<file path="src/ccrPkg.sv">
/* Condition code flags of the 68000 CCR and the per-operation flag masks */
`default_nettype none

package ccrPkg;

	// Low five bits of the 68000 status register
	typedef struct packed {
		logic x;
		logic n;
		logic z;
		logic v;
		logic c;
	} ccrFlags;

	// Same layout as the flags, a set bit lets that flag change
	typedef ccrFlags flagMask;

	// Every flag
	localparam flagMask maskAll = flagMask'(5'b11111);
	// Logic, EXT and plain rotates leave X alone
	localparam flagMask maskNzvc = flagMask'(5'b01111);
	// Decimal ops keep N and V
	localparam flagMask maskXzc = flagMask'(5'b10101);

endpackage

`default_nettype wire

</file>
<file path="src/aluOpsPkg.sv">
/* Data word types, decoded operation codes and the ALU request and control structs */
`default_nettype none

package aluOpsPkg;

	// Fixed by the architecture
	localparam int wordWidth = 16;
	localparam int byteWidth = 8;
	localparam int opWidth = 5;

	typedef logic [wordWidth-1:0] aluWord;
	typedef logic [byteWidth-1:0] aluByte;

	// Operation codes, already decoded from the instruction
	typedef enum logic [opWidth-1:0] {
		opAnd, opOr, opEor,
		opAdd, opAddx, opSub, opSubx, opNeg,
		opExt,
		opAsl, opAsr, opLsl, opLsr,
		opRol, opRor, opRoxl, opRoxr,
		opAbcd, opSbcd
	} aluOp;

	// What the outside hands in with valid
	typedef struct packed {
		aluOp op;
		logic isByte;
		aluWord src;
		aluWord dst;
	} aluRequest;

	// Request plus the fields derived from its operation
	typedef struct packed {
		aluRequest req;
		logic shiftRight;
		ccrPkg::flagMask flagMask;
		logic zSticky;
	} aluCtrl;

endpackage

`default_nettype wire

</file>
<file path="src/aluBcdCorrect.sv">
/* Decimal adjust of a binary byte sum or difference for ABCD and SBCD */
`timescale 1ns/1ns
`default_nettype none

module aluBcdCorrect (
	input wire aluOpsPkg::aluByte binary,
	input wire logic halfCarry,
	input wire logic carry,
	input wire logic isAdd,
	output aluOpsPkg::aluByte decimal,
	output logic decimalCarry
);

	logic lowAdjust;
	logic highAdjust;
	logic [7:0] correction;

	always_comb begin
		// Low digit out of range or carried past a decimal 9
		lowAdjust = halfCarry || (binary[3:0] > 4'd9);
		// Whole byte beyond 99 or a binary carry or borrow out
		highAdjust = carry || (binary > 8'h99);

		correction = {highAdjust ? 4'h6 : 4'h0, lowAdjust ? 4'h6 : 4'h0};

		if (isAdd) begin
			decimal = binary + correction;
		end else begin
			decimal = binary - correction;
		end

		// Tens digit wrapped, carry for add or borrow for subtract
		decimalCarry = highAdjust;
	end

endmodule

`default_nettype wire

</file>
<file path="src/aluCore.sv">
/* ALU datapath with adder, logic, extend, shifter and BCD correction,
   result select and raw condition flags */
`timescale 1ns/1ns
`default_nettype none

module aluCore (
	input wire aluOpsPkg::aluCtrl ctrl,
	input wire ccrPkg::ccrFlags ccr,
	output aluOpsPkg::aluWord coreResult,
	output ccrPkg::ccrFlags rawFlags
);
	import aluOpsPkg::*;

	aluOp op;
	aluWord src;
	aluWord dst;
	logic sizeByte;
	logic isBcd;
	logic isSub;
	logic addCin;
	aluWord lhs;
	aluWord rhs;
	logic [16:0] wordSum;
	logic [8:0] byteSum;
	logic addCarry;
	logic addOverflow;
	logic halfCarry;
	logic lhsSign;
	logic rhsSign;
	logic sumSign;
	logic dstSign;
	logic fillBit;
	aluWord shifted;
	logic outBit;
	logic msbChanged;
	aluByte bcdValue;
	logic bcdCarry;
	aluWord opResult;

	assign op = ctrl.req.op;
	assign src = ctrl.req.src;
	assign dst = ctrl.req.dst;

	// EXT always works on the word, decimal ops only on a byte
	assign isBcd = (op == opAbcd) || (op == opSbcd);
	assign sizeByte = (ctrl.req.isByte && (op != opExt)) || isBcd;

	// Adder set up, lhs op rhs
	always_comb begin
		isSub = (op == opSub) || (op == opSubx) || (op == opNeg) || (op == opSbcd);
		// Extended ops chain through X
		addCin = (op == opAddx || op == opSubx || isBcd) ? ccr.x : 1'b0;
		// NEG is 0 - dst
		lhs = (op == opNeg) ? '0 : dst;
		rhs = (op == opNeg) ? dst : src;

		if (isSub) begin
			wordSum = {1'b0, lhs} - {1'b0, rhs} - {16'd0, addCin};
			byteSum = {1'b0, lhs[7:0]} - {1'b0, rhs[7:0]} - {8'd0, addCin};
		end else begin
			wordSum = {1'b0, lhs} + {1'b0, rhs} + {16'd0, addCin};
			byteSum = {1'b0, lhs[7:0]} + {1'b0, rhs[7:0]} + {8'd0, addCin};
		end

		// Carry or borrow out of the sized operand
		addCarry = sizeByte ? byteSum[8] : wordSum[16];
		lhsSign = sizeByte ? lhs[7] : lhs[15];
		rhsSign = sizeByte ? rhs[7] : rhs[15];
		sumSign = sizeByte ? byteSum[7] : wordSum[15];
		if (isSub) begin
			addOverflow = (lhsSign != rhsSign) && (sumSign != lhsSign);
		end else begin
			addOverflow = (lhsSign == rhsSign) && (sumSign != lhsSign);
		end

		// Carry into bit 4, used by the decimal adjust
		halfCarry = lhs[4] ^ rhs[4] ^ byteSum[4];
	end

	// Shifter fill bit
	assign dstSign = sizeByte ? dst[7] : dst[15];
	always_comb begin
		case (op)
			opAsr, opRol: fillBit = dstSign;
			opRor: fillBit = dst[0];
			opRoxl, opRoxr: fillBit = ccr.x;
			default: fillBit = 1'b0;
		endcase
	end

	aluShifter shifter_i (
		.data(dst),
		.isByte(sizeByte),
		.shiftRight(ctrl.shiftRight),
		.fillBit(fillBit),
		.shifted(shifted),
		.outBit(outBit),
		.msbChanged(msbChanged)
	);

	aluBcdCorrect bcdCorrect_i (
		.binary(byteSum[7:0]),
		.halfCarry(halfCarry),
		.carry(byteSum[8]),
		.isAdd(op == opAbcd),
		.decimal(bcdValue),
		.decimalCarry(bcdCarry)
	);

	// Operation select
	always_comb begin
		case (op)
			opAnd: opResult = src & dst;
			opOr: opResult = src | dst;
			opEor: opResult = src ^ dst;
			opExt: opResult = {{8{dst[7]}}, dst[7:0]};
			opAdd, opAddx, opSub, opSubx, opNeg: opResult = wordSum[15:0];
			opAsl, opAsr, opLsl, opLsr,
			opRol, opRor, opRoxl, opRoxr: opResult = shifted;
			opAbcd, opSbcd: opResult = {8'h00, bcdValue};
			default: opResult = '0;
		endcase
	end

	// Byte ops keep the destination's upper byte
	assign coreResult = sizeByte ? {dst[15:8], opResult[7:0]} : opResult;

	always_comb begin
		rawFlags.n = sizeByte ? coreResult[7] : coreResult[15];
		rawFlags.z = sizeByte ? (coreResult[7:0] == 8'h00) : (coreResult == '0);

		// Logic and EXT clear V and C
		rawFlags.x = ccr.x;
		rawFlags.v = 1'b0;
		rawFlags.c = 1'b0;

		case (op)
			opAdd, opAddx, opSub, opSubx, opNeg: begin
				rawFlags.x = addCarry;
				rawFlags.c = addCarry;
				rawFlags.v = addOverflow;
			end
			opAsl, opAsr, opLsl, opLsr,
			opRol, opRor, opRoxl, opRoxr: begin
				// X is masked off for ROL and ROR
				rawFlags.x = outBit;
				rawFlags.c = outBit;
				rawFlags.v = (op == opAsl) ? msbChanged : 1'b0;
			end
			opAbcd, opSbcd: begin
				rawFlags.x = bcdCarry;
				rawFlags.c = bcdCarry;
			end
			default: begin
			end
		endcase
	end

endmodule

`default_nettype wire

</file>
<file path="src/aluDecoder.sv">
/* Input stage of the ALU, registers a request with its shift direction,
   flag mask and sticky Z control */
`timescale 1ns/1ns
`default_nettype none

module aluDecoder (
	input wire logic clk,
	input wire logic reset,
	input wire logic valid,
	input wire aluOpsPkg::aluRequest request,
	output logic ctrlValid,
	output aluOpsPkg::aluCtrl ctrl
);
	import aluOpsPkg::*;
	import ccrPkg::*;

	aluCtrl nextCtrl;

	always_comb begin
		nextCtrl.req = request;

		// Direction only matters to the shifter
		case (request.op)
			opAsr, opLsr, opRor, opRoxr: nextCtrl.shiftRight = 1'b1;
			default: nextCtrl.shiftRight = 1'b0;
		endcase

		// Which flags each operation may touch
		case (request.op)
			opAnd, opOr, opEor, opExt, opRol, opRor: begin
				nextCtrl.flagMask = maskNzvc;
				nextCtrl.zSticky = 1'b0;
			end
			// Multi-precision ops only ever clear Z
			opAddx, opSubx: begin
				nextCtrl.flagMask = maskAll;
				nextCtrl.zSticky = 1'b1;
			end
			opAbcd, opSbcd: begin
				nextCtrl.flagMask = maskXzc;
				nextCtrl.zSticky = 1'b1;
			end
			// Plain arithmetic, arithmetic and logical shifts, rotate through X
			default: begin
				nextCtrl.flagMask = maskAll;
				nextCtrl.zSticky = 1'b0;
			end
		endcase
	end

	// Pipeline valid bit
	always_ff @(posedge clk) begin
		if (reset) begin
			ctrlValid <= 1'b0;
		end else begin
			ctrlValid <= valid;
		end
	end

	// Payload only moves with a new request
	always_ff @(posedge clk) begin
		if (valid) begin
			ctrl <= nextCtrl;
		end
	end

endmodule

`default_nettype wire

</file>
<file path="src/aluShifter.sv">
/* Single position shift and rotate of a byte or word, with the bit shifted out */
`timescale 1ns/1ns
`default_nettype none

module aluShifter (
	input wire aluOpsPkg::aluWord data,
	input wire logic isByte,
	input wire logic shiftRight,
	input wire logic fillBit,
	output aluOpsPkg::aluWord shifted,
	output logic outBit,
	output logic msbChanged
);

	always_comb begin
		if (isByte) begin
			// Upper byte passes through untouched
			if (shiftRight) begin
				shifted = {data[15:8], fillBit, data[7:1]};
				outBit = data[0];
				msbChanged = 1'b0;
			end else begin
				shifted = {data[15:8], data[6:0], fillBit};
				outBit = data[7];
				// Sign flips when bit 6 moves into bit 7 with another value
				msbChanged = data[7] ^ data[6];
			end
		end else begin
			if (shiftRight) begin
				shifted = {fillBit, data[15:1]};
				outBit = data[0];
				msbChanged = 1'b0;
			end else begin
				shifted = {data[14:0], fillBit};
				outBit = data[15];
				msbChanged = data[15] ^ data[14];
			end
		end
	end

endmodule

`default_nettype wire

</file>
<file path="src/aluUnit.sv">
/* Top of the 16 bit execution unit, decoder, datapath and CCR stage */
`timescale 1ns/1ns
`default_nettype none

module aluUnit (
	input wire logic clk,
	input wire logic reset,
	input wire logic valid,
	input wire aluOpsPkg::aluRequest request,
	input wire logic ccrLoad,
	input wire ccrPkg::ccrFlags ccrIn,
	output logic done,
	output aluOpsPkg::aluWord result,
	output ccrPkg::ccrFlags ccr
);
	import aluOpsPkg::*;
	import ccrPkg::*;

	logic ctrlValid;
	aluCtrl ctrl;
	aluWord coreResult;
	ccrFlags rawFlags;

	// First cycle, capture and decode
	aluDecoder decoder_i (
		.clk(clk),
		.reset(reset),
		.valid(valid),
		.request(request),
		.ctrlValid(ctrlValid),
		.ctrl(ctrl)
	);

	// Second cycle, compute against the live CCR
	aluCore core_i (
		.ctrl(ctrl),
		.ccr(ccr),
		.coreResult(coreResult),
		.rawFlags(rawFlags)
	);

	ccrUpdate ccrUpdate_i (
		.clk(clk),
		.reset(reset),
		.ctrlValid(ctrlValid),
		.flagMask(ctrl.flagMask),
		.zSticky(ctrl.zSticky),
		.rawFlags(rawFlags),
		.coreResult(coreResult),
		.ccrLoad(ccrLoad),
		.ccrIn(ccrIn),
		.done(done),
		.result(result),
		.ccr(ccr)
	);

endmodule

`default_nettype wire

</file>
<file path="src/ccrUpdate.sv">
/* Output stage of the ALU, masked CCR merge with sticky Z and direct load,
   plus the result and done registers */
`timescale 1ns/1ns
`default_nettype none

module ccrUpdate (
	input wire logic clk,
	input wire logic reset,
	input wire logic ctrlValid,
	input wire ccrPkg::flagMask flagMask,
	input wire logic zSticky,
	input wire ccrPkg::ccrFlags rawFlags,
	input wire aluOpsPkg::aluWord coreResult,
	input wire logic ccrLoad,
	input wire ccrPkg::ccrFlags ccrIn,
	output logic done,
	output aluOpsPkg::aluWord result,
	output ccrPkg::ccrFlags ccr
);
	import ccrPkg::*;

	ccrFlags merged;

	always_comb begin
		// Masked flags keep their old value
		merged = ccrFlags'((rawFlags & flagMask) | (ccr & ~flagMask));
		// Z can be cleared but never set
		if (zSticky) begin
			merged.z = rawFlags.z & ccr.z;
		end
	end

	always_ff @(posedge clk) begin
		if (reset) begin
			done <= 1'b0;
			result <= '0;
			ccr <= '0;
		end else begin
			done <= ctrlValid;
			if (ctrlValid) begin
				result <= coreResult;
			end
			// Direct load wins over a completing operation
			if (ccrLoad) begin
				ccr <= ccrIn;
			end else if (ctrlValid) begin
				ccr <= merged;
			end
		end
	end

endmodule

`default_nettype wire

</file>
<file path="config.mk">
export PLATFORM = sky130hd
export DESIGN_NAME = aluUnit
export DESIGN_NICKNAME = d
export VERILOG_FILES = /design/src/ccrPkg.sv /design/src/aluOpsPkg.sv /design/src/aluBcdCorrect.sv /design/src/aluCore.sv /design/src/aluDecoder.sv /design/src/aluShifter.sv /design/src/aluUnit.sv /design/src/ccrUpdate.sv
export SDC_FILE = /design/constraint.sdc
export NUM_CORES = 1
export LEC_CHECK = 0
export ABC_CLOCK_PERIOD_IN_PS = 6800
export BUFFER_PORTS_ARGS = -buffer_cell sky130_fd_sc_hd__buf_2
export CAP_MARGIN = 20
export CORE_MARGIN = 1.5
export CORE_UTILIZATION = 60
export CTS_BUF_LIST = sky130_fd_sc_hd__clkbuf_8
export CTS_CLUSTER_SIZE = 30
export DETAILED_ROUTE_END_ITERATION = 7
export PLACE_DENSITY = 0.84
export SLEW_MARGIN = 20
export SYNTH_ARGS = -nofsm -noshare
export SYNTH_HDL_FRONTEND = slang
export SYNTH_SLANG_ARGS = --single-unit
</file>
<file path="constraint.sdc">
create_clock -name clk -period 6.8 [get_ports clk]
set_clock_uncertainty 0.2 [all_clocks]
set_input_delay 1.36 -clock clk [delete_from_list [all_inputs] [get_ports clk]]
set_output_delay 1.36 -clock clk [all_outputs]
set_load 0.1 [all_outputs]
</file>
# --- After elaboration in Yosys (flattened, before gate mapping) ---
# Memories as Yosys holds them, arrays and structs flattened. A register that Yosys moved wholly into a read port is not among the register bits.
# Cells that the tools add are included.
op_classes:
  add_sub_neg: 10
  order_cmp: 2
  eq_ne: 26
  n_mux: 36
  n_bitwise: 12
  reduce_logical: 22
op_table:
  columns: ["operator", "count"]
  rows:
  - ["$pmux W16 S7", 1]
  - ["$mux W16", 5]
  - ["$eq A5 B4 Y1 const B", 11]
  - ["$eq A5 B3 Y1 const B", 4]
  - ["$eq A5 B5 Y1 const B", 4]
  - ["$mux W1", 18]
  - ["$add A16 B16 Y17", 1]
  - ["$add A17 B1 Y17", 1]
  - ["$mux W17", 1]
  - ["$sub A16 B16 Y17", 1]
  - ["$sub A17 B1 Y17", 1]
  - ["$and A16 B16 Y16", 1]
  - ["$logic_not A16 Y1", 1]
  - ["$mux W8", 2]
  - ["$or A16 B16 Y16", 1]
  - ["$xor A16 B16 Y16", 1]
  - ["$and A5 B5 Y5", 2]
  - ["$eq A5 B2 Y1 const B", 2]
  - ["$mux W5", 2]
  - ["$add A8 B8 Y9", 1]
  - ["$add A9 B1 Y9", 1]
  - ["$logic_or A1 B1 Y1", 9]
  - ["$mux W9", 1]
  - ["$pmux W1 S3", 3]
  - ["24 further kinds", 33]
word_totals:
  ff_bits: 64
  romBits: 128
  in_bits: 47
  output_inout_bits: 22
  elab_cells: 124
  n_memories: 1
mem_list:
  columns: ["name", "depth", "width", "rd", "rd_clocked_by_memory_dff", "wr", "line", "rtl"]
  rows:
  - ["(no name shown)", 32, 4, 1, 1, 0, "aluDecoder.sv:29", "case (request.op)"]

# --- Depth between registers and ports, before layout ---
logic_depth:
  depth_word: 20
  mapped_depth: 31
  mapped_depth_nobuf: 28

# --- Modules after synthesis ---
# From an unflattened synthesis, not the netlist that was laid out.
hier_totals:
  cells_unflattened: 864
  hier_area_um2: 7189.4
by_module_without_submodules:
  columns: ["module", "instances", "cells_per_inst", "area_per_inst_um2", "seq_area_each_um2"]
  rows:
  - ["aluCore", 1, 619, 4126.5, 0.0]
  - ["aluDecoder", 1, 65, 1463.9, 1281.2]
  - ["ccrUpdate", 1, 83, 860.8, 440.4]
  - ["aluBcdCorrect", 1, 51, 397.9, 0.0]
  - ["aluShifter", 1, 46, 340.3, 0.0]

# --- Worst setup path before layout ---
# OpenSTA, ideal clock, no wires.
synth_timing:
  path_kind: "reg-to-reg"
  start: "reg, netlist name decoder_i.ctrl[40]"
  end: "reg with a tool-made name"
  setup_time_ns: 0.132
  t_arrival_ns: 5.615
  required_ns: 6.468
  setup_slack_ns: 0.853
  path_stages_with_launch: 28
  path_buffers: 3
  synth_period_minus_slack_ns: 5.947
  cell_sequence: "edfxtp_1 > buf_4 > and4bb_4 > nand2_1 > clkbuf_1 > clkbuf_1 > a21oi_1 > fa_1 > fa_1 > nor2b_1 > o21ai_0 > or3b_2 > nand2_1 > o21ai_0 > a211oi_1 > o21a_1 > ha_1 > mux2i_1 > ha_1 > o21a_1 > o31ai_1 > a21oi_1 > xnor2_1 > a21oi_1 > nor2_1 > a211o_1 > a2111oi_0 > nor3_1"

# --- Worst setup path in the final report ---
layout_timing:
  start: "reg, netlist name decoder_i.ctrl[43]"
  end: "reg, netlist name ccrUpdate_i.ccr[2]"
layout_via:
  elab_chain_cells: 20
  elab_cells_between_ends: 73
  classes_between: "add/sub: 10; order compare: 2; eq/ne: 19; mux: 19; bitwise: 5; reduce/logical: 18"
layout_rtl:
  columns: ["element", "line", "rtl"]
  rows:
  - ["parallel branches: the longest is 14 deep, another holds $add A8 B8 Y9", null, null]
  - ["$mux W1 *", "aluCore.sv:130", "rawFlags.z = sizeByte ? (coreResult[7:0] == 8'h00) : (coreResult == '0);"]
  - ["$and A5 B5 Y5", "ccrUpdate.sv:26", "merged = ccrFlags'((rawFlags & flagMask) | (ccr & ~flagMask));"]
  - ["$or A5 B5 Y5", "ccrUpdate.sv:26", null]
  - ["$mux W1 *", "ccrUpdate.sv:28", "if (zSticky) begin"]
  - ["$mux W5 *", "ccrUpdate.sv:46", "end else if (ctrlValid) begin"]
  - ["$mux W5 *", "ccrUpdate.sv:44", "if (ccrLoad) begin"]
# Mark *: on every way between the ends. The select of a mux whose other input is x is not followed.
# A chain may end at the register's enable or synchronous reset.

==> flow_summary.ini <==
[power_and_ir_drop]
pwr-share-comb_pct = 52.9
p_clk_share_pct = 20.6
peakVddDrop_v = 0.000199
swShare_pct = 43.6
leakage_nw = 3.38
pwr-share-seq_pct = 26.5
total_power_mw = 1.84
switchingPower_mw = 0.801
cellPowerDensity_nw_per_um2 = 243
p_int_mw = 1.04

[finish]
fin_area_um2 = 7560
fin_nets = 1023
nFillCells = 949
area_delta_synth_final_pct = 9.13
layout-drive-gt1-share_pct = 15.2
num_antenna_cells = 0

[clock_network]
cts_resized = 0
path_clk_slew_ns = 0.08
post-cts-setup-buffers = 0
cts_tree = yes
root_buffer = clkbuf_8
cts_buffers = 9
worstSkewPairLatency_ns = 0.36
cts.sinks = 65
cts_buffer_depth = 2
cts_hold_buf = 0
htree_levels = 3

[die]
die-area_um2 = 12200
initial_core_util_pct = 61.2
die_w_um = 110
core-area_um2 = 11300
dieHeight_um = 110
rows = 39
io_pins = 69

[grt]
gr-total-overflow = 0
grt_pass1_vias = 5983
antenna_found_initial = 0
grt_first_pass_wirelength_mm = 30.7
grt_use_total_pct = 31.4
grt_max_degree = 44

[critical_path]
critPathMaxFanout = 26
crit_slowest_cell = ha_1
critPathCaptureType = flip-flop
required_ns = 6.88
cpMostUsedCell = ha_1
start_kind = flip-flop
critPathKind = flip-flop to flip-flop
cp_slowest_stage_delay_ns = 0.41
cp.arrival_ns = 6.49
rrSetupSlack_ns = 0.39

[timing]
fmax_mhz = 156
setup_tns_ns = 0
fin_crit_sh_pct = 94.2
max-slew-margin-rel_pct = 35.2
period_minus_slack_ns = 6.41
rsz0062_at_grt = no
setup_viol = 0
final-max-slew-violation-count = 0
timing.final.ws_setup_ns = 0.394
hold_violations = 0
worst_slew_pin_slew_ns = 0.965

[routing]
firstDrtPassIters = 6
wirelength_mm = 19.4
drc = 0
wire_per_inst_um = 18.8
vias = 6624
drtAntennaViolNets = 0
drtIter0Drc = 639
viasPerCell = 6.41

[logic_synthesis]
synth_fp_nets = 972
synthCells = 834
synth-async-reset-ratio_pct = 0
synth-seq-area-share_pct = 24.9
synth-seq-cells = 65
syn_area_per_cell_um2 = 8.30
synth-edff-count = 42
synth_top_flop_cell = edfxtp_1
synth.cell_area_um2 = 6920
yosysWarnings = 0
yosysUniqueCellTypes = 88

[job]
drv_cap = 0

[placement]
dp_slack_ns = 0.416
placed_area_um2 = 7320
dp_hpwl_mm = 15.0
port_buffers = 68
place_congestion = 0.986

[status]
status = complete, no violations

[hold_path]
hp-class = flip-flop to flip-flop
==> layout make-up <==
cell class                 instances  area (um2)  share of cell area [%]
multi-input combinational        642        4680                    61.9
sequential                        65        1720                    22.8
timing repair buffer              79         423                    5.60
inverter                          88         330                    4.37
tap                              143         179                    2.37
clock buffer                      10         138                    1.82
clock inverter                     6        88.8                    1.18
==> routing by layer <==
| layer | GRT usage [%] | up-vias | share of wire [%] | wire, um |
|---|---|---|---|---|
| met2 | 45.6 | 389 | 42 | 8060 |
| met4 | 14.3 | 0 | 4.3 | 833 |
| met5 | 0 | - | 0 | 0 |
| li1 | - | 3113 | - | - |
| met3 | 7.74 | 56 | 11 | 2130 |
| met1 | 44.2 | 3066 | 43 | 8350 |
==> worst max-delay path: cells and delay by family (launching register included) <==
family	cells	cell delay, ns
AO/OA/AOI/OAI	12	2.45
adder cells (fa/ha/maj)	4	1.31
AND/OR/NAND/NOR	7	1.27
buffers and inverters	2	0.44
flip-flops	1	0.38
XOR/XNOR	1	0.16
multiplexers	1	0.13
==> power groups by stage <==
stage                     logic [mW]  clock network (mW)  registers [mW]
after floorplan                0.675                   0           0.547
after global placement         0.928                   0           0.493
after detailed placement       0.940                   0           0.494
after CTS                      0.948               0.382           0.486
after global routing            1.06               0.399           0.491
final                          0.973               0.378           0.488
==> cells in the final DEF, fill, tap and decap left out, drive strengths merged, types with 23 or more instances in the layout <==
| cell type | Yosys | final |
|---|---|---|
| buf | 17 | 79 |
| inv | 88 | 90 |
| edfxtp | 42 | 42 |
| nor2 | 83 | 83 |
| dfxtp | 23 | 23 |
| ha | 86 | 86 |
| o21ai | 51 | 51 |
| nand2 | 76 | 76 |
| nor3 | 24 | 24 |
| a21oi | 50 | 50 |
==> final timing paths <==
kind,cells past startpoint,to,start
min,2,ccrUpdate_i.result[4],ccrUpdate_i.result[4]
min reg2reg,2,ccrUpdate_i.result[4],ccrUpdate_i.result[4]
max,27,ccrUpdate_i.ccr[2],decoder_i.ctrl[43]
max reg2reg,27,ccrUpdate_i.ccr[2],decoder_i.ctrl[43]
==> registers in the layout, summed over array words and instances, names as in the netlist, named ones only <==
register and cells:
ccrUpdate_i.ccr 2, ccrUpdate_i.done 1, decoder_i.ctrlValid 1, decoder_i.ctrl 42, ccrUpdate_i.result 16
==> metrics by stage <==
stage                     cells  hold WS, ns  util, %
final                      1033        0.287     66.7
after global routing       1033        0.311     66.7
after CTS                  1032        0.290     66.7
after detailed placement   1016        0.279     64.7
after global placement     1016        0.272     64.7
after floorplan             834        0.336        -
==> cell usage after synthesis, types with 9 or more instances <==
cell type / number / area share (%)
edfxtp_1: 42 / 18
nand2b_1: 9 / 0.81
nand3_1: 17 / 1.2
o21a_1: 9 / 0.98
nand2_1: 76 / 4.1
a211oi_1: 18 / 2.0
clkbuf_1: 22 / 1.2
mux2i_1: 20 / 2.9
o21ai_0: 48 / 3.5
ha_1: 86 / 16
nor2_1: 80 / 4.3
a21oi_1: 48 / 3.5
inv_1: 88 / 4.8
a21o_1: 11 / 1.2
nor3_1: 20 / 1.4
xnor2_1: 18 / 2.3
dfxtp_1: 23 / 6.6
xor2_1: 10 / 1.3
==> logic make-up after synthesis <==
logic type | count (synthesis) | synth area share [%]
DFF | 65 | 24.9
xor gates and xnor gates | 29 | 3.78
and+or+nand+nor | 265 | 19.1
buffers and inverters | 127 | 7.63
AOI/OAI and AO/OA | 236 | 24.6
adders and majority gates | 91 | 17.0
muxes | 21 | 3.05
Power figures use the tool's default switching activity.
